`src/ntm_defs.svh`:
```
`ifndef NTM_DEFS_SVH
`define NTM_DEFS_SVH

////////////////////
// Data path widths
////////////////////

// Q8.8 operands and gate results
`define NTM_DATA_SIZE 16

// Full product plus headroom for up to 24 terms
`define NTM_ACC_SIZE 40

// Fraction bits of the Q8.8 format
`define NTM_FRAC_BITS 8

////////////////////
// Dimensions
////////////////////

// Longest input vector x
`define NTM_MAX_X 8

// Longest read vector r
`define NTM_MAX_W 8

// Most rows of the gate
`define NTM_MAX_L 8

// Row and column addresses
`define NTM_INDEX_BITS 3

// Size ports hold 1 to 8
`define NTM_SIZE_BITS 4

`endif
```
`src/ntm_dot_product.sv`:
```
`timescale 1ns/10ps
`include "ntm_defs.svh"

module ntm_dot_product (
  input  logic                              CLK,
  input  logic                              RST,
  // Control strobes
  input  logic                              mac_clear,
  input  logic                              mac_issue,
  // One matrix element and one vector element per issue
  input  logic signed [`NTM_DATA_SIZE-1:0]  operand_a,
  input  logic signed [`NTM_DATA_SIZE-1:0]  operand_b,
  // Running sum
  output logic signed [`NTM_ACC_SIZE-1:0]   accumulator
);

  localparam int PRODUCT_SIZE = 2 * `NTM_DATA_SIZE;

  // Stage 1 registers
  logic signed [PRODUCT_SIZE-1:0] product;
  logic                           product_valid;

  // Product sign extended to the accumulator
  logic signed [`NTM_ACC_SIZE-1:0] product_ext;

  ////////////////////
  // Stage 1
  ////////////////////

  // Full width signed product
  always_ff @(posedge CLK) begin
    product <= operand_a * operand_b;
  end

  // Marks which products count
  always_ff @(posedge CLK or posedge RST) begin
    if (RST) begin
      product_valid <= 1'b0;
    end else begin
      product_valid <= mac_issue;
    end
  end

  ////////////////////
  // Stage 2
  ////////////////////

  assign product_ext = {{(`NTM_ACC_SIZE-PRODUCT_SIZE){product[PRODUCT_SIZE-1]}}, product};

  // Clear wins over a pending add
  always_ff @(posedge CLK or posedge RST) begin
    if (RST) begin
      accumulator <= '0;
    end else if (mac_clear) begin
      accumulator <= '0;
    end else if (product_valid) begin
      accumulator <= accumulator + product_ext;
    end
  end

endmodule

```
`config.mk`:
```
export PLATFORM = sky130hd
export DESIGN_NAME = ntm_dot_product
export DESIGN_NICKNAME = d
export VERILOG_FILES = /design/src/ntm_dot_product.sv
export VERILOG_INCLUDE_DIRS = /design/src
export SDC_FILE = /design/constraint.sdc
export NUM_CORES = 1
export LEC_CHECK = 0
export BUFFER_PORTS_ARGS = -buffer_cell sky130_fd_sc_hd__buf_4
export CAP_MARGIN = 20
export CORE_MARGIN = 10
export CORE_UTILIZATION = 60
export DETAILED_ROUTE_END_ITERATION = 7
export HOLD_SLACK_MARGIN = 0.08
export PLACE_DENSITY_LB_ADDON = 0.3
export SYNTH_ARGS = -nofsm -noshare
export SYNTH_HDL_FRONTEND = slang
export SYNTH_SLANG_ARGS = --single-unit
```
`constraint.sdc`:
```
create_clock -name CLK -period 3.7 [get_ports CLK]
set_clock_uncertainty 0.15 [all_clocks]
set_input_delay 0.555 -clock CLK [delete_from_list [all_inputs] [get_ports CLK]]
set_output_delay 0.555 -clock CLK [all_outputs]
set_load 0.01 [all_outputs]
```
### Word level (Yosys, flattened, before mapping)

Index checks and enable logic that the tools add are counted.

* bits in registers: 73
* latch bits: 0
* RAM bits: 0
* memory bits (read-only): 0
* bits of input ports: 36
* output and inout port bits: 40
* memories: 0

* add/subtract/negate cells: 1
* multipliers: 1
* div/mod/pow operators: 0
* order comparisons: 0
* equal/unequal tests: 0
* shifts and indexed selects: 0
* muxes and demuxes: 2
* bitwise logic cells: 0
* reduce and logical (&&, ||, !) cells: 1

Operators by type and width (number)
* $mux 40: 2
* $add 40x32->40: 1
* $mul 16x16->32: 1
* $reduce_bool 2->1: 1

### Longest topological paths before layout

* depth after elaboration: 3
* depth in mapped cells: 26
* mapped depth without buffers: 24

### Worst setup path after synthesis

No wires, ideal clock.

* path type: input -> register
* start: input operand_b[1]
* end: register product[30]
* arrival: 6.230 ns
* required time: 3.478 ns
* setup slack: -2.753 ns
* stages: 24
* buffers on the path: 2
* cell sequence: clkbuf_1 nand2_1 inv_1 fa_1 fa_1 fa_1 fa_1 fa_1 inv_1 fa_1 inv_1 ha_1 clkbuf_1 a21o_1 a21o_1 a21o_1 a21o_1 a21o_1 a21o_1 a21oi_1 o21ai_1 a21o_1 a21oi_1 xnor2_1

* cells in the longest elaborated chain, start to end: 1

RTL lines
* start: declaration: RTL line ntm_dot_product.sv:12 `` input logic signed [`NTM_DATA_SIZE-1:0] operand_b, ``
* $mul 16x16->32: RTL line ntm_dot_product.sv:32 `product <= operand_a * operand_b;`
* end signal: assignment: RTL line ntm_dot_product.sv:32
* end: declaration: RTL line ntm_dot_product.sv:20 `logic signed [PRODUCT_SIZE-1:0] product;`

No other way between the ends.
A chain may end at the register's enable or synchronous reset.

### Worst setup path in the final report

Ends and elaborated chain as after synthesis.

==> results.sh <==
export IMPL_hold_path_class="in -> reg"
export IMPL_fp_dieArea_um2=29900
export IMPL_violations="setup timing"
export IMPL_yosysTopAreaCellShare=0.375
export IMPL_cts_made_buffers=9
export IMPL_vias_per_cell=5.43
export IMPL_clkLatencyLatePin_ps=340
export IMPL_synth_seq_cells=73
export IMPL_post_drt_wl_per_cell_um=17.4
export IMPL_final_max_slew_viol_count=0
export IMPL_grt_overflow=0
export IMPL_worst_setup_path_start_kind="input port"
export IMPL_r2r_slack_ps=210
export IMPL_grt_start_max_net_pins=43
export IMPL_ioPinCount=76
export IMPL_track_usage=0.229
export IMPL_fin_crit_sh=1.57
export IMPL_worst_pin_slew_ps=955
export IMPL_crit_fanout=8
export IMPL_synth_cell_types=65
export IMPL_wirelength_um=35900
export IMPL_synth_ff_type="dfrtp_1"
export IMPL_syn_area_um2=14000
export IMPL_grt_first_pass_wirelength_um=57400
export IMPL_via_count=11200
export IMPL_cts_root_buf="clkbuf_16"
export IMPL_crit_top_cell="a21o_1"
export IMPL_fillers=1468
export IMPL_rows=55
export IMPL_yosysTopAreaCell="fa_1"
export IMPL_worst_slack_ps=-2100
export IMPL_die_w_um=173
export IMPL_max_slew_margin_rel=0.363
export IMPL_synth_warnings=0
export IMPL_cap_violations=0
export IMPL_ys_async_sr_fraction=0.562
export IMPL_cpPeakStageDelay_ps=640
export IMPL_antenna_cells=0
export IMPL_place_congestion=0.943
export IMPL_crit_chain="buf_12 > nand2_4 > inv_4 > fa_2 > fa_1 > fa_1 > fa_1 > fa_1 > inv_2 > fa_1 > inv_2 > ha_4 > a21o_1 > a21o_1 > a21o_1 > a21o_1 > a21o_1 > a21o_1 > a21oi_2 > o21ai_2 > a21o_1 > a21oi_2 > xnor2_1"
export IMPL_status="complete, but fails checks"
export IMPL_synth_edff_count=0
export IMPL_rsz0062_at_grt="yes"
export IMPL_end_kind="flop"
export IMPL_portBuffers=75
export IMPL_cts_hold_buf=0
export IMPL_start_util=0.615
export IMPL_syn_inst=1499
export IMPL_drt_initial_drc_count=742
export IMPL_die_h_um=173
export IMPL_hold_depth=1
export IMPL_cp_arrival_ps=5920
export IMPL_cts_tree="yes"
export IMPL_ff2ff_path_depth=13
export IMPL_areaGrowthSynthToFinish_pct=25.2
export IMPL_drtAntennaViolNets=0
export IMPL_core_area_um2=22800
export IMPL_clock_path_buffers=2
export IMPL_required_ps=3810
export IMPL_fmax_mhz=172
export IMPL_drcViolationCount=0
export IMPL_multi_input_area_um2=11700
export IMPL_cts_sinks=73
export IMPL_dp_hpwl_um=28300
export IMPL_drive_gt1_frac=0.269
export IMPL_hold_viol_final=0
export IMPL_design_area_um2=17600
export IMPL_synth_nets=1919
export IMPL_min_period_ps=5800
export IMPL_place_area_um2=16300
export IMPL_ys_top_cells_by_area="fa_1 (37%), ha_1 (11%), inv_1 (7.8%)"
export IMPL_htreeDepth=3
export IMPL_nets=2158
export IMPL_finalSetupViolations=26
export IMPL_grt_pass1_vias=11800
export IMPL_seq_area_frac_synth=0.119
export IMPL_avgSynthCellArea_um2=9.37
export IMPL_critPathKind="in -> reg"
export IMPL_clkTransAtPathRegs_ps=60
export IMPL_firstDrtPassIters=7
export IMPL_cp_slowest_cell="fa_2"
export IMPL_antenna_found_initial=0
export IMPL_regArea_um2=1670
## cell usage after synthesis (all sizes together), types with 8 or more instances
master	instances
inv	291
fa	263
nand2	152
and2	129
ha	121
nor2	72
a21oi	65
xnor2	52
dfrtp	41
clkbuf	39
o21ai	37
a21o	32
dfxtp	32
mux2i	30
xor2	19
nand3	18
a211oi	13
nand2b	10
o211ai	10
o21bai	8
## area by class of cell
class | count | share of cell area
multi-input combinational | 1089 | 0.667
inverter | 291 | 0.0623
clock inverter | 5 | 0.00335
tap | 313 | 0.0223
clock buffer | 11 | 0.0150
sequential | 73 | 0.0949
timing repair buffer | 274 | 0.135
## placed cells by master, fill, tap and decap left out, drive strengths merged, types with 2 or more instances in the layout
| cell | count |
|---|---|
| inv | 293 |
| buf | 273 |
| fa | 263 |
| nand2 | 152 |
| and2 | 129 |
| ha | 121 |
| nor2 | 72 |
| a21oi | 65 |
| xnor2 | 52 |
| dfrtp | 41 |
| o21ai | 37 |
| dfxtp | 32 |
| a21o | 32 |
| mux2i | 30 |
| xor2 | 19 |
| nand3 | 18 |
| a211oi | 13 |
| clkbuf | 12 |
| nand2b | 10 |
| o211ai | 10 |
| o21bai | 8 |
| and3 | 7 |
| o21a | 6 |
| nor3 | 6 |
| nor2b | 6 |
| nand4 | 3 |
| a31oi | 3 |
| nor4 | 3 |
| a221oi | 2 |
| a41oi | 2 |
| o31ai | 2 |
| or2 | 2 |
| or2b | 2 |
## kinds of logic after synthesis
| group | synth area share |
|---|---|
| AND/OR/NAND/NOR | 0.146 |
| flip-flops | 0.119 |
| buffers and inverters | 0.0911 |
| AO/OA/AOI/OAI | 0.0956 |
| XOR/XNOR | 0.0443 |
| adder cells (fa/ha/maj) | 0.483 |
| multiplexers | 0.0214 |
## final timing paths
check	start	end
max in group asynchronous	RST	accumulator[4]
min in group asynchronous	RST	accumulator[39]
worst max-delay path	operand_b[1]	product[30]
worst min-delay path	mac_issue	product_valid
worst min register to register	accumulator[33]	accumulator[33]
worst max register to register	accumulator[0]	accumulator[38]
## through the flow
step	util	instances	TNS, ps	setup slack, ps	hold slack [ps]
finish	0.769	2056	-37580	-2100	177
global route	0.769	2056	-41390	-2270	166
CTS	0.757	2050	-36210	-2050	171
detailed placement	0.715	2013	-48900	-2520	402
global placement	0.715	2013	-47130	-2410	385
floorplan	-	1499	-36570	-2340	410
## repair_timing
item | in CTS | in global routing
endpoints found under the setup margin | 26 | 26
pin swaps | 65 | 69
setup buffers | 20 | 6
gates resized for setup | 124 | 56
cloned | 1 | 1
## per-layer routing
metal / wire (um) / global-route usage / share of wire
met1: 15100 / 0.296 / 0.42
met5: 0 / 0 / 0
met2: 17700 / 0.389 / 0.49
met3: 2270 / 0.0407 / 0.063
met4: 852 / 0.0629 / 0.024
## registers in the layout (all words and copies together) (netlist names)
| register | count |
|---|---|
| product | 32 |
| product_valid | 1 |
| accumulator | 40 |
## critical path, delay by kind of cell
kind            cells  cell delay, ps
fa+ha+maj           7            3330
simple gates        1              80
xor+xnor            1             130
buf+inv             4             260
compound gates     10            1560
Power is not shown: default switching activity piles up to over one toggle a cycle in this logic, so the estimate is an artifact.
