<file path="src/ntm_defs.svh">
`ifndef NTM_DEFS_SVH
`define NTM_DEFS_SVH

////////////////////
// Data path widths
////////////////////

// Q8.8 operands and gate results
`define NTM_DATA_SIZE 16

// Full product plus headroom for up to 24 terms
`define NTM_ACC_SIZE 40

// Fraction bits of the Q8.8 format
`define NTM_FRAC_BITS 8

////////////////////
// Dimensions
////////////////////

// Longest input vector x
`define NTM_MAX_X 8

// Longest read vector r
`define NTM_MAX_W 8

// Most rows of the gate
`define NTM_MAX_L 8

// Row and column addresses
`define NTM_INDEX_BITS 3

// Size ports hold 1 to 8
`define NTM_SIZE_BITS 4

`endif
</file>
<file path="src/ntm_logistic_function.sv">
`timescale 1ns/10ps
`include "ntm_defs.svh"

module ntm_logistic_function (
  input  logic                              CLK,
  input  logic                              RST,
  input  logic                              logistic_start,
  input  logic signed [`NTM_ACC_SIZE-1:0]   accumulator,
  input  logic signed [`NTM_DATA_SIZE-1:0]  bias,
  output logic        [`NTM_DATA_SIZE-1:0]  logistic_out,
  output logic                              logistic_valid
);

  // Saturation limits of a Q8.8 word
  localparam logic signed [`NTM_DATA_SIZE-1:0] DATA_MAX = {1'b0, {(`NTM_DATA_SIZE-1){1'b1}}};
  localparam logic signed [`NTM_DATA_SIZE-1:0] DATA_MIN = {1'b1, {(`NTM_DATA_SIZE-1){1'b0}}};

  // Hard sigmoid constants, 1.0 and 0.5 in Q8.8
  localparam logic signed [`NTM_DATA_SIZE:0] SIG_ONE  = 1 << `NTM_FRAC_BITS;
  localparam logic signed [`NTM_DATA_SIZE:0] SIG_HALF = 1 << (`NTM_FRAC_BITS - 1);
  localparam int SIG_SHIFT = 2;

  logic signed [`NTM_ACC_SIZE-1:0]  scaled;
  logic signed [`NTM_DATA_SIZE-1:0] scaled_sat;
  logic signed [`NTM_DATA_SIZE:0]   biased;
  logic signed [`NTM_DATA_SIZE-1:0] z;
  logic signed [`NTM_DATA_SIZE:0]   sigmoid;

  // Back to Q8.8, then clip to one word
  assign scaled = accumulator >>> `NTM_FRAC_BITS;

  always_comb begin
    if (scaled > DATA_MAX) begin
      scaled_sat = DATA_MAX;
    end else if (scaled < DATA_MIN) begin
      scaled_sat = DATA_MIN;
    end else begin
      scaled_sat = scaled[`NTM_DATA_SIZE-1:0];
    end
  end

  // Bias add with one guard bit
  assign biased = scaled_sat + bias;

  always_comb begin
    if (biased > DATA_MAX) begin
      z = DATA_MAX;
    end else if (biased < DATA_MIN) begin
      z = DATA_MIN;
    end else begin
      z = biased[`NTM_DATA_SIZE-1:0];
    end
  end

  // z/4 + 1/2
  assign sigmoid = (z >>> SIG_SHIFT) + SIG_HALF;

  // Result register, clamp to 0..1
  always_ff @(posedge CLK) begin
    if (sigmoid < 0) begin
      logistic_out <= '0;
    end else if (sigmoid > SIG_ONE) begin
      logistic_out <= SIG_ONE[`NTM_DATA_SIZE-1:0];
    end else begin
      logistic_out <= sigmoid[`NTM_DATA_SIZE-1:0];
    end
  end

  always_ff @(posedge CLK or posedge RST) begin
    if (RST) begin
      logistic_valid <= 1'b0;
    end else begin
      logistic_valid <= logistic_start;
    end
  end

endmodule

</file>
<file path="config.mk">
export PLATFORM = sky130hd
export DESIGN_NAME = ntm_logistic_function
export DESIGN_NICKNAME = d
export VERILOG_FILES = /design/src/ntm_logistic_function.sv
export VERILOG_INCLUDE_DIRS = /design/src
export SDC_FILE = /design/constraint.sdc
export NUM_CORES = 1
export LEC_CHECK = 0
export BUFFER_PORTS_ARGS = -buffer_cell sky130_fd_sc_hd__clkbuf_2
export CORE_ASPECT_RATIO = 2
export CORE_MARGIN = 4
export CORE_UTILIZATION = 45
export CTS_CLUSTER_SIZE = 20
export DETAILED_ROUTE_END_ITERATION = 8
export PLACE_DENSITY = 0.77
export SYNTH_ARGS = -nofsm -noshare
export SYNTH_HDL_FRONTEND = slang
export SYNTH_SLANG_ARGS = --single-unit
export TNS_END_PERCENT = 30
</file>
<file path="constraint.sdc">
create_clock -name CLK -period 0.8 [get_ports CLK]
set_clock_uncertainty 0.05 [all_clocks]
set_input_delay 0.08 -clock CLK [delete_from_list [all_inputs] [get_ports CLK]]
set_output_delay 0.08 -clock CLK [all_outputs]
set_load 0.005 [all_outputs]
</file>
* Word-level counts from Yosys, hierarchy flattened
Cells that the tools add are included.
** Cells by class
- Add/subtract/negate cells :: 2
- $mul :: 0
- Divide/modulo/power cells :: 0
- Order comparisons :: 6
- Eq/ne operators :: 0
- Shift operators :: 0
- Multiplexer cells :: 5
- Bitwise logic cells :: 0
- Reductions and logical operators :: 1
** Operators by type and width (number)
- $mux W16 :: 4
- $gt A32 B16 Y1 const B :: 1
- $lt A32 B16 Y1 const B :: 1
- $add A16 B16 Y17 :: 1
- $gt A17 B16 Y1 const B :: 1
- $lt A17 B16 Y1 const B :: 1
- $add A14 B9 Y15 const B :: 1
- $gt A15 B10 Y1 const B :: 1
- $lt A15 B1 Y1 const B :: 1
- $mux W9 :: 1
- $reduce_or A2 Y1 :: 1
** Storage, ports and cells
- Bits in registers :: 16
- Bits in latches :: 0
- Memory bits (writable) :: 0
- ROM bits :: 0
- Bits of input ports :: 59
- Output and inout port bits :: 17
- Word-level logic and storage cells :: 17
- Memories :: 0

* Depth between registers and ports, before layout
- Depth in word-level cells :: 10
- Depth in mapped cells :: 22
- Mapped depth without buffers :: 21

* Least setup slack after synthesis
OpenSTA, ideal clock, no wires.
- Kind :: input-to-reg
- Start :: input accumulator[32]
- End :: register logistic_out[0]
- Library setup time :: 132 ps
- Data arrival time :: 4387 ps
- Data required time :: 618 ps
- Path slack :: -3769 ps
- Stages on the path :: 20
- Buffers on the path :: 2
- Cell sequence :: nand4_1 > o41ai_1 > clkbuf_1 > o21a_1 > ha_1 > a21oi_1 > o21ai_0 > a31oi_1 > a21oi_1 > a211o_1 > xnor2_1 > buf_2 > inv_1 > maj3_1 > ha_1 > nand3_1 > mux2_2 > nor3b_1 > o211ai_2 > nor2_1
** On the way
- Longest elaborated chain between the ends :: 10
- Elaborated cells on any way between the ends :: 13
- Those cells by class :: add/sub (2); order compare (6); mux (4); reduce/logical (1)
** Ends and longest elaborated chain
- start, declared :: line ntm_logistic_function.sv:8 : input logic signed [`NTM_ACC_SIZE-1:0] accumulator,
- $lt A32 B16 Y1 :: line ntm_logistic_function.sv:35 : end else if (scaled < DATA_MIN) begin
- $mux W16 :: line ntm_logistic_function.sv:35
- $mux W16 * :: line ntm_logistic_function.sv:33 : if (scaled > DATA_MAX) begin
- $add A16 B16 Y17 * :: line ntm_logistic_function.sv:43 : assign biased = scaled_sat + bias;
- $lt A17 B16 Y1 :: line ntm_logistic_function.sv:48 : end else if (biased < DATA_MIN) begin
- $mux W16 :: line ntm_logistic_function.sv:48
- $mux W16 * :: line ntm_logistic_function.sv:46 : if (biased > DATA_MAX) begin
- $add A14 B9 Y15 * :: line ntm_logistic_function.sv:56 : assign sigmoid = (z >>> SIG_SHIFT) + SIG_HALF;
- $lt A15 B1 Y1 or $gt A15 B10 Y1 (tied branches) :: line ntm_logistic_function.sv:60, ntm_logistic_function.sv:62
- $reduce_or A2 Y1 (no line)
- end signal, assigned :: line ntm_logistic_function.sv:63 : logistic_out <= SIG_ONE[`NTM_DATA_SIZE-1:0];
- end signal, assigned :: line ntm_logistic_function.sv:65 : logistic_out <= sigmoid[`NTM_DATA_SIZE-1:0];
- end, declared :: line ntm_logistic_function.sv:10 : output logic [`NTM_DATA_SIZE-1:0] logistic_out,
Mark *: on every way between the ends. The rest lies on a longest branch, timed or not.
A chain may end at the register's enable or synchronous reset.

* Final worst setup path
- Start :: input accumulator[37]
- End :: register logistic_out[6]
Same word-level chain as after synthesis.

==> impl_metrics.toml <==
[outcome]
status = "finished with violations"
violations = "setup timing"

[logic_synthesis]
synthesis.area_um2 = 1720
synth_compound_area_share_pct = 30.3
ys_seq_area_share_pct = 18.9
synth_fa_ha_area_share_pct = 17.6
synthXorXnorAreaFrac_pct = 8.08
synth-main-ff-cell = "dfxtp_1"
synth-seq-cells = 16
synth-async-reset-ratio_pct = 6.25
synthMuxAreaShare_pct = 0.655
synthCells = 210
synth_edf_count = 0
yosysUniqueCellTypes = 50
ys_warn_count = 0
avgSynthCellArea_um2 = 8.19
synth-simple-area-share_pct = 19.9
synth_top_family_by_area = "compound AO/OA/AOI/OAI gates"

[clocking]
clockRootBuffer = "clkbuf_8"
numCtsBuffers = 3
clock-sinks = 16
clk_path_buf_depth = 2
tritoncts = "built"
clk_pin_slew_ns = 0.06
h-tree-depth = 1

[grt]
grt_first_pass_wirelength_um = 9180
grt.total_usage_pct = 23.8
grt_max_degree = 10
grt_overflow_total = 0
grt_pass1_vias = 2253
antenna_found_initial = 0

[flow_run]
cap_violations = 0

[routing]
viasPerCell = 5.78
first_pass_iters = 4
initialDrtViolationCount = 83
ant_nets = 0
drt-wirelength-per-cell_um = 18.2
dr_total_vias = 2335
totalWireLength_um = 7340
route.detailed.drc = 0

[sta]
period_share_pct = 496
worst_slack_ns = -3.17
max_freq_mhz = 252
min_period_ns = 3.97
setup_viol = 14
hold_viol = 0
rsz0062_at_grt = "yes"
slew_violations = 0

[placement]
gp_congestion = 0.861
dp_hpwl_um = 4790
post-place-cells = 392
port_buffers = 67

[pwr]
p_leak_nw = 1.47
peakVddDrop_uv = 1260
power_density_nw_per_um2 = 1420

[final_layout]
nets = 433
area_growth_pct = 75.5
n_antenna_cell = 0
drive_gt1_share_pct = 54.1
final_cell_mix = "76 x buf_4, 52 x clkbuf_2, 18 x o21a_1"
final_util_pct = 82.8
final_common_cell = "buf_4"
final_cells = 404

[worst_setup_path]
critPathLaunchType = "input port"
arrival_ns = 4.08
cp_top_family = "compound AO/OA/AOI/OAI gates"
worstPathRequired_ns = 0.92
path_buf_inv = 3
crit_type = "in2reg"
max_stage_delay_ns = 0.47
cp-end-kind = "register"
slowest_stage = "o41ai_4"
path_max_fanout = 8
cp_cell_sequence = "buf_6 -> nand4_1 -> o41ai_4 -> o21a_1 -> ha_2 -> inv_2 -> fa_2 -> nand2b_4 -> a21o_1 -> and2_4 -> o21ai_4 -> nand4_1 -> a41o_1 -> o21ai_1 -> o21ai_1 -> inv_1 -> ha_4 -> nand3b_1 -> mux2_4 -> nor3b_4 -> o211ai_4 -> nor2_1"

[floorplan]
core-area_um2 = 3650
die_area_um2 = 4930
io_pins = 76
die_w_um = 51.7
row_count = 31
die_h_um = 95.4
start_util_pct = 47.2

[hold_path]
hold_path_class = "in2async"
[flip-flops by register name (all words and copies together), names as in the netlist]
register	flops
logistic_out	15
logistic_valid	1
[cells in the mapped netlist (2+ instances only)]
| library cell | count | area share (%) |
|---|---|---|
| a31oi_1 | 3 | 1.1 |
| ha_1 | 17 | 12 |
| nor2_2 | 2 | 0.73 |
| nor4_1 | 6 | 2.2 |
| inv_1 | 10 | 2.2 |
| xnor2_1 | 8 | 4.1 |
| dfxtp_1 | 15 | 17 |
| o21ai_0 | 9 | 2.6 |
| nand2b_1 | 4 | 1.5 |
| a211o_1 | 2 | 1.0 |
| nor2b_1 | 3 | 1.1 |
| clkbuf_1 | 6 | 1.3 |
| nor2_1 | 16 | 3.5 |
| nand2_1 | 7 | 1.5 |
| maj3_1 | 7 | 4.1 |
| a21o_1 | 8 | 3.5 |
| o21ai_1 | 2 | 0.58 |
| nand4_1 | 7 | 2.5 |
| xor2_1 | 6 | 3.1 |
| nand3_1 | 7 | 2.0 |
| o21a_1 | 18 | 7.9 |
| a21oi_1 | 14 | 4.1 |
| nor2b_2 | 2 | 1.0 |
| a41oi_1 | 2 | 1.0 |
| nor3_1 | 4 | 1.2 |
[routing by layer]
layer / GRT usage [%] / part of all wire, % / routed length [um]
met1: 21.8 / 33 / 2430
met2: 51.3 / 57 / 4170
met3: 1.10 / 4.0 / 295
met4: 7.88 / 6.1 / 450
met5: 0 / 0 / 0
[through the flow]
stage / hold WS, ns / power (mW) / setup TNS [ns] / cell area [um2] / worst slack [ns]
detailed placement: -0.151 / 3.38 / -29.47 / 2760 / -3.30
finish: 0.178 / 4.28 / -28.38 / 3020 / -3.17
floorplan: -0.241 / 2.34 / -28.25 / 1910 / -3.14
global route: 0.178 / 4.54 / -31.10 / 3020 / -3.46
CTS: 0.139 / 4.03 / -27.30 / 2860 / -3.06
global placement: -0.155 / 3.32 / -28.65 / 2760 / -3.21
[where the power goes]
group | total (mW) | internal, mW | leakage (nW) | switching [mW]
sequential | 0.880 | 0.860 | 0.137 | 0.0197
clock | 0.589 | 0.351 | 0.0228 | 0.238
combinational | 2.82 | 1.46 | 1.31 | 1.35
[final cells by class]
cell class | instances | area [um2]
Multi-Input combinational cell | 181 | 1550
Timing Repair Buffer | 144 | 987
Fill cell | 223 | 628
Sequential cell | 16 | 333
Tap cell | 49 | 61.3
Clock buffer | 4 | 45.0
Inverter | 10 | 37.5
[kinds of logic (layout without fill, tap and decap cells)]
logic type	Yosys count	count (layout)
xor+xnor	15	15
buf+inv	18	158
simple gates	64	64
flops	16	16
compound gates	70	70
fa+ha+maj	25	25
other cells	1	6
mux	1	1
[path summary, 6_finish.rpt]
| path | start | endpoint | slack, ns | cells after the start |
|---|---|---|---|---|
| max | accumulator[37] | logistic_out[6] | -3.17 | 22 |
| min | RST | logistic_valid | 0.18 | 3 |
| max in group asynchronous | RST | logistic_valid | 0.43 | 3 |
| min in group CLK | logistic_start | logistic_valid | 0.44 | 2 |
[worst min-delay path, cell delays in order]
cell and delay, ns:
dlygate4sd3_1 0.55, clkbuf_2 0.11, inv_1 0.05
[what timing repair did]
action | in CTS | in global routing
buffers inserted | 3 | 3
setup endpoints to repair | 16 | 21
endpoints found under the hold margin | 2 | 0
hold buffers | 2 | 0
gates resized for setup | 5 | 39
pin swaps | 10 | 19
(Power assumes the default switching activity.)
