===== src/ntm_defs.svh =====
`ifndef NTM_DEFS_SVH
`define NTM_DEFS_SVH

////////////////////
// Data path widths
////////////////////

// Q8.8 operands and gate results
`define NTM_DATA_SIZE 16

// Full product plus headroom for up to 24 terms
`define NTM_ACC_SIZE 40

// Fraction bits of the Q8.8 format
`define NTM_FRAC_BITS 8

////////////////////
// Dimensions
////////////////////

// Longest input vector x
`define NTM_MAX_X 8

// Longest read vector r
`define NTM_MAX_W 8

// Most rows of the gate
`define NTM_MAX_L 8

// Row and column addresses
`define NTM_INDEX_BITS 3

// Size ports hold 1 to 8
`define NTM_SIZE_BITS 4

`endif

===== src/ntm_pkg.sv =====
package ntm_pkg;

  ////////////////////
  // Operand select
  ////////////////////

  // Which store a host write or a read port addresses
  typedef enum logic [2:0] {
    OPERAND_W = 3'd0,
    OPERAND_K = 3'd1,
    OPERAND_U = 3'd2,
    OPERAND_X = 3'd3,
    OPERAND_R = 3'd4,
    OPERAND_H = 3'd5,
    OPERAND_B = 3'd6
  } ntm_operand_t;

  ////////////////////
  // Controller states
  ////////////////////

  typedef enum logic [2:0] {
    STARTER_STATE   = 3'd0,
    W_PRODUCT_STATE = 3'd1,
    K_PRODUCT_STATE = 3'd2,
    U_PRODUCT_STATE = 3'd3,
    DRAIN_STATE     = 3'd4,
    LOGISTIC_STATE  = 3'd5,
    OUTPUT_STATE    = 3'd6,
    ENDER_STATE     = 3'd7
  } ntm_gate_state_t;

endpackage


===== src/ntm_input_gate_vector.sv =====
`timescale 1ns/10ps
`include "ntm_defs.svh"

module ntm_input_gate_vector (
  input  logic                              CLK,
  input  logic                              RST,
  // Control
  input  logic                              START,
  output logic                              READY,
  // Dimensions, stable while busy
  input  logic [`NTM_SIZE_BITS-1:0]         SIZE_X_IN,
  input  logic [`NTM_SIZE_BITS-1:0]         SIZE_W_IN,
  input  logic [`NTM_SIZE_BITS-1:0]         SIZE_L_IN,
  // Operand memory addressing
  output ntm_pkg::ntm_operand_t             matrix_select,
  output logic [`NTM_INDEX_BITS-1:0]        matrix_row,
  output logic [`NTM_INDEX_BITS-1:0]        matrix_column,
  output ntm_pkg::ntm_operand_t             vector_select,
  output logic [`NTM_INDEX_BITS-1:0]        vector_index,
  output logic [`NTM_INDEX_BITS-1:0]        bias_index,
  // Accumulator strobes
  output logic                              mac_clear,
  output logic                              mac_issue,
  // Logistic stage
  output logic                              logistic_start,
  input  logic [`NTM_DATA_SIZE-1:0]         logistic_out,
  input  logic                              logistic_valid,
  // Gate result
  output logic                              I_OUT_ENABLE,
  output logic [`NTM_DATA_SIZE-1:0]         I_OUT
);
  import ntm_pkg::*;

  ntm_gate_state_t state;

  // Row and column position
  logic [`NTM_SIZE_BITS-1:0] row_count;
  logic [`NTM_SIZE_BITS-1:0] term_count;

  // Length of the product in flight
  logic [`NTM_SIZE_BITS-1:0] term_size;
  logic                      term_last;
  logic                      row_last;

  // Two cycle pipeline drain
  logic                      drain_count;

  ////////////////////
  // Sequencing helpers
  ////////////////////

  always_comb begin
    case (state)
      K_PRODUCT_STATE: term_size = SIZE_W_IN;
      U_PRODUCT_STATE: term_size = SIZE_L_IN;
      default:         term_size = SIZE_X_IN;
    endcase
  end

  assign term_last = (term_count == term_size - 1'b1);
  assign row_last  = (row_count == SIZE_L_IN - 1'b1);

  ////////////////////
  // Read addressing
  ////////////////////

  // W.x, then K.r, then U.h for the same row
  always_comb begin
    matrix_select = OPERAND_W;
    vector_select = OPERAND_X;
    mac_issue     = 1'b1;
    case (state)
      W_PRODUCT_STATE: begin
        matrix_select = OPERAND_W;
        vector_select = OPERAND_X;
      end
      K_PRODUCT_STATE: begin
        matrix_select = OPERAND_K;
        vector_select = OPERAND_R;
      end
      U_PRODUCT_STATE: begin
        matrix_select = OPERAND_U;
        vector_select = OPERAND_H;
      end
      default: mac_issue = 1'b0;
    endcase
  end

  assign matrix_row    = row_count[`NTM_INDEX_BITS-1:0];
  assign matrix_column = term_count[`NTM_INDEX_BITS-1:0];
  assign vector_index  = term_count[`NTM_INDEX_BITS-1:0];
  assign bias_index    = row_count[`NTM_INDEX_BITS-1:0];

  // Logistic takes the drained sum
  assign logistic_start = (state == LOGISTIC_STATE);

  // Empty the sum once the row result is out
  assign mac_clear = (state == OUTPUT_STATE) && logistic_valid;

  ////////////////////
  // Control FSM
  ////////////////////

  always_ff @(posedge CLK or posedge RST) begin
    if (RST) begin
      state        <= STARTER_STATE;
      row_count    <= '0;
      term_count   <= '0;
      drain_count  <= 1'b0;
      I_OUT_ENABLE <= 1'b0;
      I_OUT        <= '0;
      READY        <= 1'b0;
    end else begin
      // Strobes last one cycle
      I_OUT_ENABLE <= 1'b0;
      READY        <= 1'b0;

      case (state)
        STARTER_STATE: begin
          if (START) begin
            row_count  <= '0;
            term_count <= '0;
            state      <= W_PRODUCT_STATE;
          end
        end

        W_PRODUCT_STATE: begin
          term_count <= term_count + 1'b1;
          if (term_last) begin
            term_count <= '0;
            state      <= K_PRODUCT_STATE;
          end
        end

        K_PRODUCT_STATE: begin
          term_count <= term_count + 1'b1;
          if (term_last) begin
            term_count <= '0;
            state      <= U_PRODUCT_STATE;
          end
        end

        U_PRODUCT_STATE: begin
          term_count <= term_count + 1'b1;
          if (term_last) begin
            term_count  <= '0;
            drain_count <= 1'b0;
            state       <= DRAIN_STATE;
          end
        end

        // Last two products reach the sum
        DRAIN_STATE: begin
          drain_count <= ~drain_count;
          if (drain_count) begin
            state <= LOGISTIC_STATE;
          end
        end

        LOGISTIC_STATE: state <= OUTPUT_STATE;

        OUTPUT_STATE: begin
          if (logistic_valid) begin
            I_OUT        <= logistic_out;
            I_OUT_ENABLE <= 1'b1;
            if (row_last) begin
              state <= ENDER_STATE;
            end else begin
              row_count <= row_count + 1'b1;
              state     <= W_PRODUCT_STATE;
            end
          end
        end

        // Done one cycle after the last result
        ENDER_STATE: begin
          READY <= 1'b1;
          state <= STARTER_STATE;
        end

        default: state <= STARTER_STATE;
      endcase
    end
  end

endmodule


===== config.mk =====
export PLATFORM = sky130hd
export DESIGN_NAME = ntm_input_gate_vector
export DESIGN_NICKNAME = d
export VERILOG_FILES = /design/src/ntm_pkg.sv /design/src/ntm_input_gate_vector.sv
export VERILOG_INCLUDE_DIRS = /design/src
export SDC_FILE = /design/constraint.sdc
export NUM_CORES = 1
export LEC_CHECK = 0
export ABC_AREA = 1
export ABC_CLOCK_PERIOD_IN_PS = 3900
export BUFFER_PORTS_ARGS = -buffer_cell sky130_fd_sc_hd__buf_2
export CAP_MARGIN = 40
export CORE_MARGIN = 2
export CORE_UTILIZATION = 53
export DETAILED_ROUTE_END_ITERATION = 10
export PLACE_DENSITY = 0.85
export SYNTH_ARGS = -nofsm -noshare
export SYNTH_HDL_FRONTEND = slang
export SYNTH_SLANG_ARGS = --single-unit

===== constraint.sdc =====
create_clock -name CLK -period 3.9 [get_ports CLK]
set_input_delay 0.39 -clock CLK [delete_from_list [all_inputs] [get_ports CLK]]
set_output_delay 0.39 -clock CLK [all_outputs]
set_load 0.05 [all_outputs]

# Yosys cells after proc, flatten, opt, wreduce, memory -nomap -nowiden
# Cells that the tools add are included.
# word_totals
word_cells	62
inputBits	32
register_bits	30
# classes
n_addsub	4
n_eq_ne	16
n_reduce_logical	11
bitwise_logic	1
n_mux	23
# op_table
cell	count
case mux 3 bit (8 select lines)	1
case mux 4 bit (2 select lines)	3
two-way mux 3 bit	7
two-way mux 4 bit	4
inequality test 2 bit, second input constant	7
equality test 3 bit, second input constant	4
adder 4 x 1 -> 4 bit, second input constant	2
equality test 4 bit	2
subtractor 4 x 1 -> 4 bit, second input constant	2
equality test 3 x 2 -> 1 bit, second input constant	2
case mux 3 bit (2 select lines)	1
AND reduction 2 bit	3
AND reduction 6 bit	1
nonzero test 2 bit	3
two-way mux 1 bit	5
case mux 2 bit (2 select lines)	1
AND reduction 4 bit	1
equality test 3 x 1 -> 1 bit, second input constant	1
zero test 3 bit	1
OR reduction 3 bit	1
case mux 1 bit (2 select lines)	1
logical AND 1 bit	1
NOT 1 bit	1

# Logic depth before layout (Yosys ltp)
# Gate-level depths: netlist (run 1).
# logic_depth
depth_word	6
mapped_depth	16

# Worst setup path after synthesis (run 1)
# Ideal clock, no wire load.
# synth_path
path_kind	reg2reg
from	register state[1]
to	register state[1]
stages_incl_launch_ff	17
n_path_buf	1
path_slack_ns	1.856
setup_ns	0.117
arrival_ns	1.927
period_less_slack_ns	2.044
path_cell_list	dfrtp_1 -> buf_6 -> nand2_2 -> nor2_2 -> nand2_1 -> nand3_2 -> nand2_1 -> nand2_1 -> nand2_1 -> nand2_1 -> nand2_1 -> inv_1 -> nand2_2 -> nand2_4 -> nand2_2 -> nand2_1 -> nand2_1
# synth_between
elab_chain_len	6
elab_cells_between_ends	19
classes_between	add/sub: 1; eq/ne: 14; mux: 2; reduce/logical: 2
# synth_rtl
element	line_no	source
start, declared	ntm_input_gate_vector.sv:34	ntm_gate_state_t state;
start signal, assigned	ntm_input_gate_vector.sv:106	state <= STARTER_STATE;
start signal, assigned	ntm_input_gate_vector.sv:123	state <= W_PRODUCT_STATE;
start signal, assigned	ntm_input_gate_vector.sv:131	state <= K_PRODUCT_STATE;
equality test 3 x 2 -> 1 bit	ntm_input_gate_vector.sv:53, ntm_input_gate_vector.sv:118	
case mux 4 bit (2 select lines)	ntm_input_gate_vector.sv:53	case (state)
subtractor 4 x 1 -> 4 bit	ntm_input_gate_vector.sv:60	assign term_last = (term_count == term_size - 1'b1);
equality test 4 bit	ntm_input_gate_vector.sv:60	
inequality test 2 bit (no line)	-	
AND reduction 6 bit (no line)	-	
# Parallel ways exist; a longest one is shown, timed or not.
# A chain may end at the register's enable or synchronous reset.

# Worst setup path after layout (run 1)
# layout_path
from	register state[1]
to	output mac_clear
# layout_between
elab_chain_len	2
# layout_rtl
element	line_no	source
equality test 3 bit	ntm_input_gate_vector.sv:98	assign mac_clear = (state == OUTPUT_STATE) && logistic_valid;
logical AND 1 bit	ntm_input_gate_vector.sv:98	
end, declared	ntm_input_gate_vector.sv:22	output logic mac_clear,
# No other way between the ends.

==> results of run 1 <==
[state kept, by name (all words and copies together) (netlist names)]
name,flops
drain_count,1
row_count,4
state,3
I_OUT_ENABLE,1
I_OUT,16
term_count,4
READY,1
[per-stage QoR]
stage	std cells	hold WS, ns	setup slack, ns	power (mW)	util [%]
6_report	349	0.1327	1.176	1.948	65.56
4_1_cts	349	0.1352	1.138	1.966	65.56
3_5_place_dp	341	0.4557	1.512	1.767	63.79
5_1_grt	349	0.1625	0.9316	2.092	65.56
3_3_place_gp	340	0.4529	1.599	1.735	63.34
2_1_floorplan	244	0.4808	1.856	1.572	-
[layout by cell type, fill, tap and decap left out]
cell and n:
sky130_fd_sc_hd__nor2_4 2, sky130_fd_sc_hd__nand4_4 1, sky130_fd_sc_hd__clkbuf_4 5, sky130_fd_sc_hd__inv_2 3, sky130_fd_sc_hd__inv_6 1, sky130_fd_sc_hd__conb_1 1
sky130_fd_sc_hd__o21bai_1 1, sky130_fd_sc_hd__o21ai_1 1, sky130_fd_sc_hd__buf_8 1, sky130_fd_sc_hd__o21ai_0 4, sky130_fd_sc_hd__nand3_2 5, sky130_fd_sc_hd__nand3_1 12
sky130_fd_sc_hd__o211ai_1 1, sky130_fd_sc_hd__xnor2_1 6, sky130_fd_sc_hd__nand2_1 88, sky130_fd_sc_hd__buf_2 69, sky130_fd_sc_hd__clkbuf_1 1, sky130_fd_sc_hd__o31ai_1 2
sky130_fd_sc_hd__a21oi_1 4, sky130_fd_sc_hd__nor2_2 6, sky130_fd_sc_hd__ha_1 3, sky130_fd_sc_hd__clkinv_2 1, sky130_fd_sc_hd__nand2_4 3, sky130_fd_sc_hd__dfrtp_1 30
sky130_fd_sc_hd__nand4_1 4, sky130_fd_sc_hd__or2_2 1, sky130_fd_sc_hd__xor2_1 4, sky130_fd_sc_hd__inv_4 1, sky130_fd_sc_hd__nand2_2 6, sky130_fd_sc_hd__inv_1 18
sky130_fd_sc_hd__nor2_1 15, sky130_fd_sc_hd__nand3b_1 1, sky130_fd_sc_hd__a22oi_1 1, sky130_fd_sc_hd__clkbuf_8 1
[power by group through the flow]
| stage | clock [mW] | combinational [mW] | sequential [mW] |
|---|---|---|---|
| finish | 0.189 | 1.22 | 0.544 |
| detailed placement | 0 | 1.22 | 0.544 |
| CTS | 0.200 | 1.22 | 0.543 |
| global placement | 0 | 1.20 | 0.539 |
| global route | 0.213 | 1.32 | 0.557 |
| floorplan | 0 | 0.779 | 0.793 |
[layer usage]
layer  vias to the layer above  share of wire (%)  track usage [%]
li1                        864                  -                -
met1                       748                 44            27.41
met2                        73                 46            32.42
met3                         5                8.0            5.634
met4                         0                1.3            7.337
met5                         -                  0                0
[layout make-up]
type	count	area, um2	area share, %
inverter	23	93.84	4.223
timing repair buffer	70	360.3	16.22
clock buffer	7	55.05	2.477
sequential	30	750.7	33.78
clock inverter	1	5.005	0.2252
multi-input combinational	172	899.6	40.48
tap	46	57.56	2.590
[cell usage after synthesis, types with 4 or more instances]
| cell type | instances |
|---|---|
| sky130_fd_sc_hd__buf_4 | 13 |
| sky130_fd_sc_hd__nor2_1 | 15 |
| sky130_fd_sc_hd__nand2_1 | 88 |
| sky130_fd_sc_hd__o21ai_0 | 4 |
| sky130_fd_sc_hd__a21oi_1 | 4 |
| sky130_fd_sc_hd__xnor2_1 | 6 |
| sky130_fd_sc_hd__xor2_1 | 4 |
| sky130_fd_sc_hd__nand4_1 | 4 |
| sky130_fd_sc_hd__nor2_2 | 6 |
| sky130_fd_sc_hd__nand2_2 | 6 |
| sky130_fd_sc_hd__nand3_1 | 12 |
| sky130_fd_sc_hd__inv_1 | 18 |
| sky130_fd_sc_hd__nand3_2 | 5 |
| sky130_fd_sc_hd__dfrtp_1 | 30 |
[how the worst max path moves through the flow]
stage,startpoint,to,slack (ns),cells past startpoint
after floorplan,state[1],state[1],1.86,16
after global placement,state[1],mac_clear,1.60,5
after detailed placement,state[1],mac_clear,1.51,5
after CTS,state[1],mac_clear,1.14,5
after global routing,state[1],mac_clear,0.93,5
final,state[1],mac_clear,1.18,5
[cells by family after synthesis]
kind of cell    count (synthesis)  synth area share [%]
flops                          30                 39.50
fa+ha+maj                       3                 1.975
xor+xnor                       10                 4.608
compound gates                 14                 4.345
other cells                     1                0.1973
buf+inv                        42                 13.17
simple gates                  144                 36.21
[worst max-delay path: cells and delay by family, from the launching register on]
kind,cells,cell delay [ns]
simple gates,3,0.86
flops,1,0.67
buf+inv,2,0.47
==> impl_metrics.ini, run 1 <==
[power]
p_leak_nw = 1.272
power_switching_share_pct = 58.06
internal_power_uw = 817.2
total_switching_power_mw = 1.131
clockPowerShare_pct = 9.7
ir_worst_vdd_mv = 0.5154
combPwrFrac_pct = 62.4
p_seq_share_pct = 27.9
power.density_nw_per_um2 = 876.8

[setup_path]
slowest_cell_on_the_critical_path = sky130_fd_sc_hd__dfrtp_1
path_cells = nand2_2, nor2_1, inv_2, nor2_2, buf_2
rr_worst_depth = 7
r2r-start = state[1]
critPathLaunchType = flop
rrSetupSlack_ns = 1.70
cp.required_ns = 3.51
timing.critical_path.to_type = primary output
worst_path_arrival_time_ns = 2.33
worst-setup-path-type = flop to primary output
critPathMaxStageDelay_ns = 0.67
regToRegEndpoint = I_OUT[12]
critical_path_peak_fanout = 19

[timing]
final_worst_path_cycle_share_pct = 69.83
maxSlewHeadroom_pct = 52.01
layout_min_cycle_time_ns = 2.724
setup_repair_after_global_routing_missed_its_margin = no
report.final.hold_viol_count = 0
max_clock_freq_mhz = 367.2
tns_ns = 0
drv_slew = 0
worst_slew_pin_slew_ns = 0.7191
final-setup-viol-count = 0
clock_skew_ns = 0.007806

[clock_tree]
clock-root-buffer = sky130_fd_sc_hd__clkbuf_4
clock_sinks = 30
cts_max_level = 2
cts_resized = 0
clock_path_buffers = 2
num_cts_buffers = 5
tritoncts = built
postCtsSetupRepairBufs = 0
worst_setup_hold_path_clk_slew_ns = 0.09
cts.hold.buffers_added = 0
clock_insertion_delay_worst_skew_ns = 0.32

[synth]
cell_type_with_the_highest_aggregate_area_in_the_netlist = sky130_fd_sc_hd__dfrtp_1
ys.flop_type = sky130_fd_sc_hd__dfrtp_1
ys_types = 32
synth_async_sr_flop_share_pct = 100.0
synth_warnings = 0
syn-cell-area_um2 = 1901
synthCells = 244
synth_top_area_share_pct = 39.50
synth_area_leaders = sky130_fd_sc_hd__dfrtp_1, sky130_fd_sc_hd__nand2_1, sky130_fd_sc_hd__buf_4, sky130_fd_sc_hd__inv_1, sky130_fd_sc_hd__nand3_1
seq_area_frac_synth_pct = 39.50
syn_nets = 279
ys_seq_elements = 30
syn_area_per_cell_um2 = 7.789
synth_edf_count = 0

[run_status]
outcome = finished clean

[run]
maxCapViolations = 0

[cells_and_area]
area_growth_pct = 16.92
fillCellCount = 328
stdcell_area_um2 = 2222
diodes = 0
design.final.nets = 337
drive_gt1_share_pct = 34.98

[route]
via_count = 1690
drc_errors = 0
count_of_routing_violations_after_the_opening_detailed_route_iteration = 68
routed_wire_length_per_instance_um = 11.20
ant_nets = 0
drt-pass1-iter-count = 4
totalWireLength_um = 3909
detail_route.vias_per_cell = 4.842

[floorplan]
die_h_um = 63.89
start_util_pct = 56.07
placeable_core_area_um2 = 3390
pin_count = 71
num_rows = 21
die_width_um = 63.89
design.die.area_um2 = 4081

[global_routing]
initial_antenna_violation_count = 0
globalRouteOverflowTotal = 0
largest_net_degree_at_the_start_of_global_routing = 20
grt_pass1_wl_um = 6589
grt_pass1_vias = 1428
track_usage_pct = 20.66

[place]
place.port_buffers = 69
detailed_placement_wirelength_estimate_um = 3046
placedInstanceArea_um2 = 2162
globalplace.congestion = 0.8811

[worst_hold_path]
min-delay-path-class = primary input to async pin
(Power assumes the default switching activity.)
==> run 2, diff against run 1 <==
Settings changed: ABC_CLOCK_PERIOD_IN_PS 3900 to 2400, CORE_UTILIZATION 53 to 44, PLACE_DENSITY 0.85 to 0.76.
Clock period 3.9 ns to 2.4 ns, I/O delays scaled along.
==> run 2 against run 1 <==
  * Clock power rose by 98%
  * Critical path depth did not move
  * Largest cell class unchanged
  * Largest power group unchanged
  * Sequential share of layout area fell by 0.36 points
  * Via count fell by 3.5%
  * Register-to-register slack got worse by 1.3 ns
  * Critical path type unchanged
  * Combinational power rose by 61%
  * Sequential cell count did not move
  * First-iteration DRC count rose by 26%
  * Design area rose by 1.1%
  * Non-clock buffer count rose by 1
==> impl_metrics.ini, run 2 (synthesis gave the netlist of run 1 again) <==
[power]
internal_power_mw = 1.381
power_switching_share_pct = 57.05
clockPowerShare_pct = 11.7
combPwrFrac_pct = 60.9
p_seq_share_pct = 27.4
ir_worst_vdd_mv = 0.7739
p_leak_nw = 1.284
power.density_nw_per_um2 = 1432
total_switching_power_mw = 1.834

[floorplan]
num_rows = 23
pin_count = 71
die_h_um = 69.72
placeable_core_area_um2 = 4086
start_util_pct = 46.51
design.die.area_um2 = 4861
die_width_um = 69.72

[clock_tree]
tritoncts = built
clock_sinks = 30
cts_max_level = 2
num_cts_buffers = 5
cts_resized = 0
worst_setup_hold_path_clk_slew_ns = 0.07
cts.hold.buffers_added = 0
clock_insertion_delay_worst_skew_ns = 0.28
clock-root-buffer = sky130_fd_sc_hd__clkbuf_8
clock_path_buffers = 2
postCtsSetupRepairBufs = 0

[timing]
setup_repair_after_global_routing_missed_its_margin = no
final-setup-viol-count = 0
report.final.hold_viol_count = 0
drv_slew = 0
worst_slew_pin_slew_ns = 0.5967
tns_ns = 0
final_worst_path_cycle_share_pct = 86.44
final_critical_path_setup_slack_ns = 0.3255
maxSlewHeadroom_pct = 60.18
clock_skew_ns = 0.006378
max_clock_freq_mhz = 482.0
layout_min_cycle_time_ns = 2.074

[cells_and_area]
design.final.nets = 338
finalCoreUtilization_pct = 54.96
layout_commonest_cell = sky130_fd_sc_hd__nand2_1
stdcell_count = 353
largest-register = I_OUT
diodes = 0
drive_gt1_share_pct = 35.31
area_growth_pct = 18.17
layout_common_cells = sky130_fd_sc_hd__nand2_1, sky130_fd_sc_hd__buf_2, sky130_fd_sc_hd__dfrtp_1
fillCellCount = 382
largest_reg_flops = 16
stdcell_area_um2 = 2246
top_regs = I_OUT: 16 flops, row_count: 4 flops, term_count: 4 flops

[route]
routed_wire_length_per_instance_um = 11.00
totalWireLength_um = 3883
ant_nets = 0
drc_errors = 0
drt-pass1-iter-count = 4
detail_route.vias_per_cell = 4.620
count_of_routing_violations_after_the_opening_detailed_route_iteration = 86
via_count = 1631

[setup_path]
critical_path_peak_fanout = 10
slowest_cell_on_the_critical_path = sky130_fd_sc_hd__dfrtp_1
critPathLaunchType = flop
cp.required_ns = 2.16
timing.critical_path.to_type = primary output
worst-setup-path-type = flop to primary output
critPathMaxStageDelay_ns = 0.66
path_cells = nand2_2, nor2_1, inv_2, nor2_2, buf_2
worst_path_arrival_time_ns = 1.83

[place]
detailed_placement_wirelength_estimate_um = 3054
globalplace.congestion = 0.8180
place_inst = 346
place.port_buffers = 69
placedInstanceArea_um2 = 2167
place_ws_ns = 0.4578

[global_routing]
grt_pass1_wl_um = 6872
track_usage_pct = 17.44
globalRouteOverflowTotal = 0
initial_antenna_violation_count = 0
grt_pass1_vias = 1567
largest_net_degree_at_the_start_of_global_routing = 18

[worst_hold_path]
min-delay-path-class = primary input to async pin

[run_status]
outcome = finished clean

[run]
maxCapViolations = 0
-- run 2: final timing paths --
| check | start | endpoint | slack (ns) | depth (start not counted) |
|---|---|---|---|---|
| max reg2reg | state[1] | state[1] | 0.43 | 15 |
| max | state[1] | mac_clear | 0.33 | 5 |
| min in group CLK | logistic_out[5] | I_OUT[5] | 0.15 | 3 |
| max in group asynchronous | RST | row_count[0] | 1.75 | 3 |
| min reg2reg | I_OUT[14] | I_OUT[14] | 0.46 | 2 |
| min | RST | I_OUT[9] | 0.02 | 2 |
-- run 2: area by class of cell --
type | instances | area [um2] | area share, %
inverters | 23 | 93.84 | 4.178
well taps | 50 | 62.56 | 2.786
clock buffers | 5 | 68.82 | 3.064
clock inverters | 2 | 10.01 | 0.4457
repair buffers | 71 | 360.3 | 16.04
flip-flops and latches | 30 | 750.7 | 33.43
multi-input cells | 172 | 899.6 | 40.06
-- run 2: metrics by stage --
step | hold slack (ns) | power (mW)
global route | 0.08565 | 3.463
floorplan | 0.3308 | 2.554
CTS | 0.03342 | 3.241
finish | 0.01551 | 3.215
detailed placement | 0.3325 | 2.854
global placement | 0.3408 | 2.831
-- run 2: power by group through the flow --
stage                     combinational (mW)  sequential [mW]  clock, mW
after floorplan                         1.27             1.29          0
after detailed placement                1.97            0.883          0
final                                   1.96            0.882      0.375
after global placement                  1.94            0.886          0
after global routing                    2.14            0.915      0.413
after CTS                               1.97            0.882      0.389
-- run 2: worst max-delay path, delay by kind of cell, from the launching register on --
family                 cells  cell delay [ns]
DFF                        1             0.66
buffers and inverters      2             0.39
and+or+nand+nor            3             0.51
-- run 2: per-layer routing --
metal / vias up / track usage, % / part of all wire (%)
met5: - / 0 / 0
met4: 0 / 5.128 / 1.5
met3: 5 / 4.651 / 7.1
met2: 56 / 28.95 / 46
met1: 708 / 22.38 / 46
li1: 862 / - / -
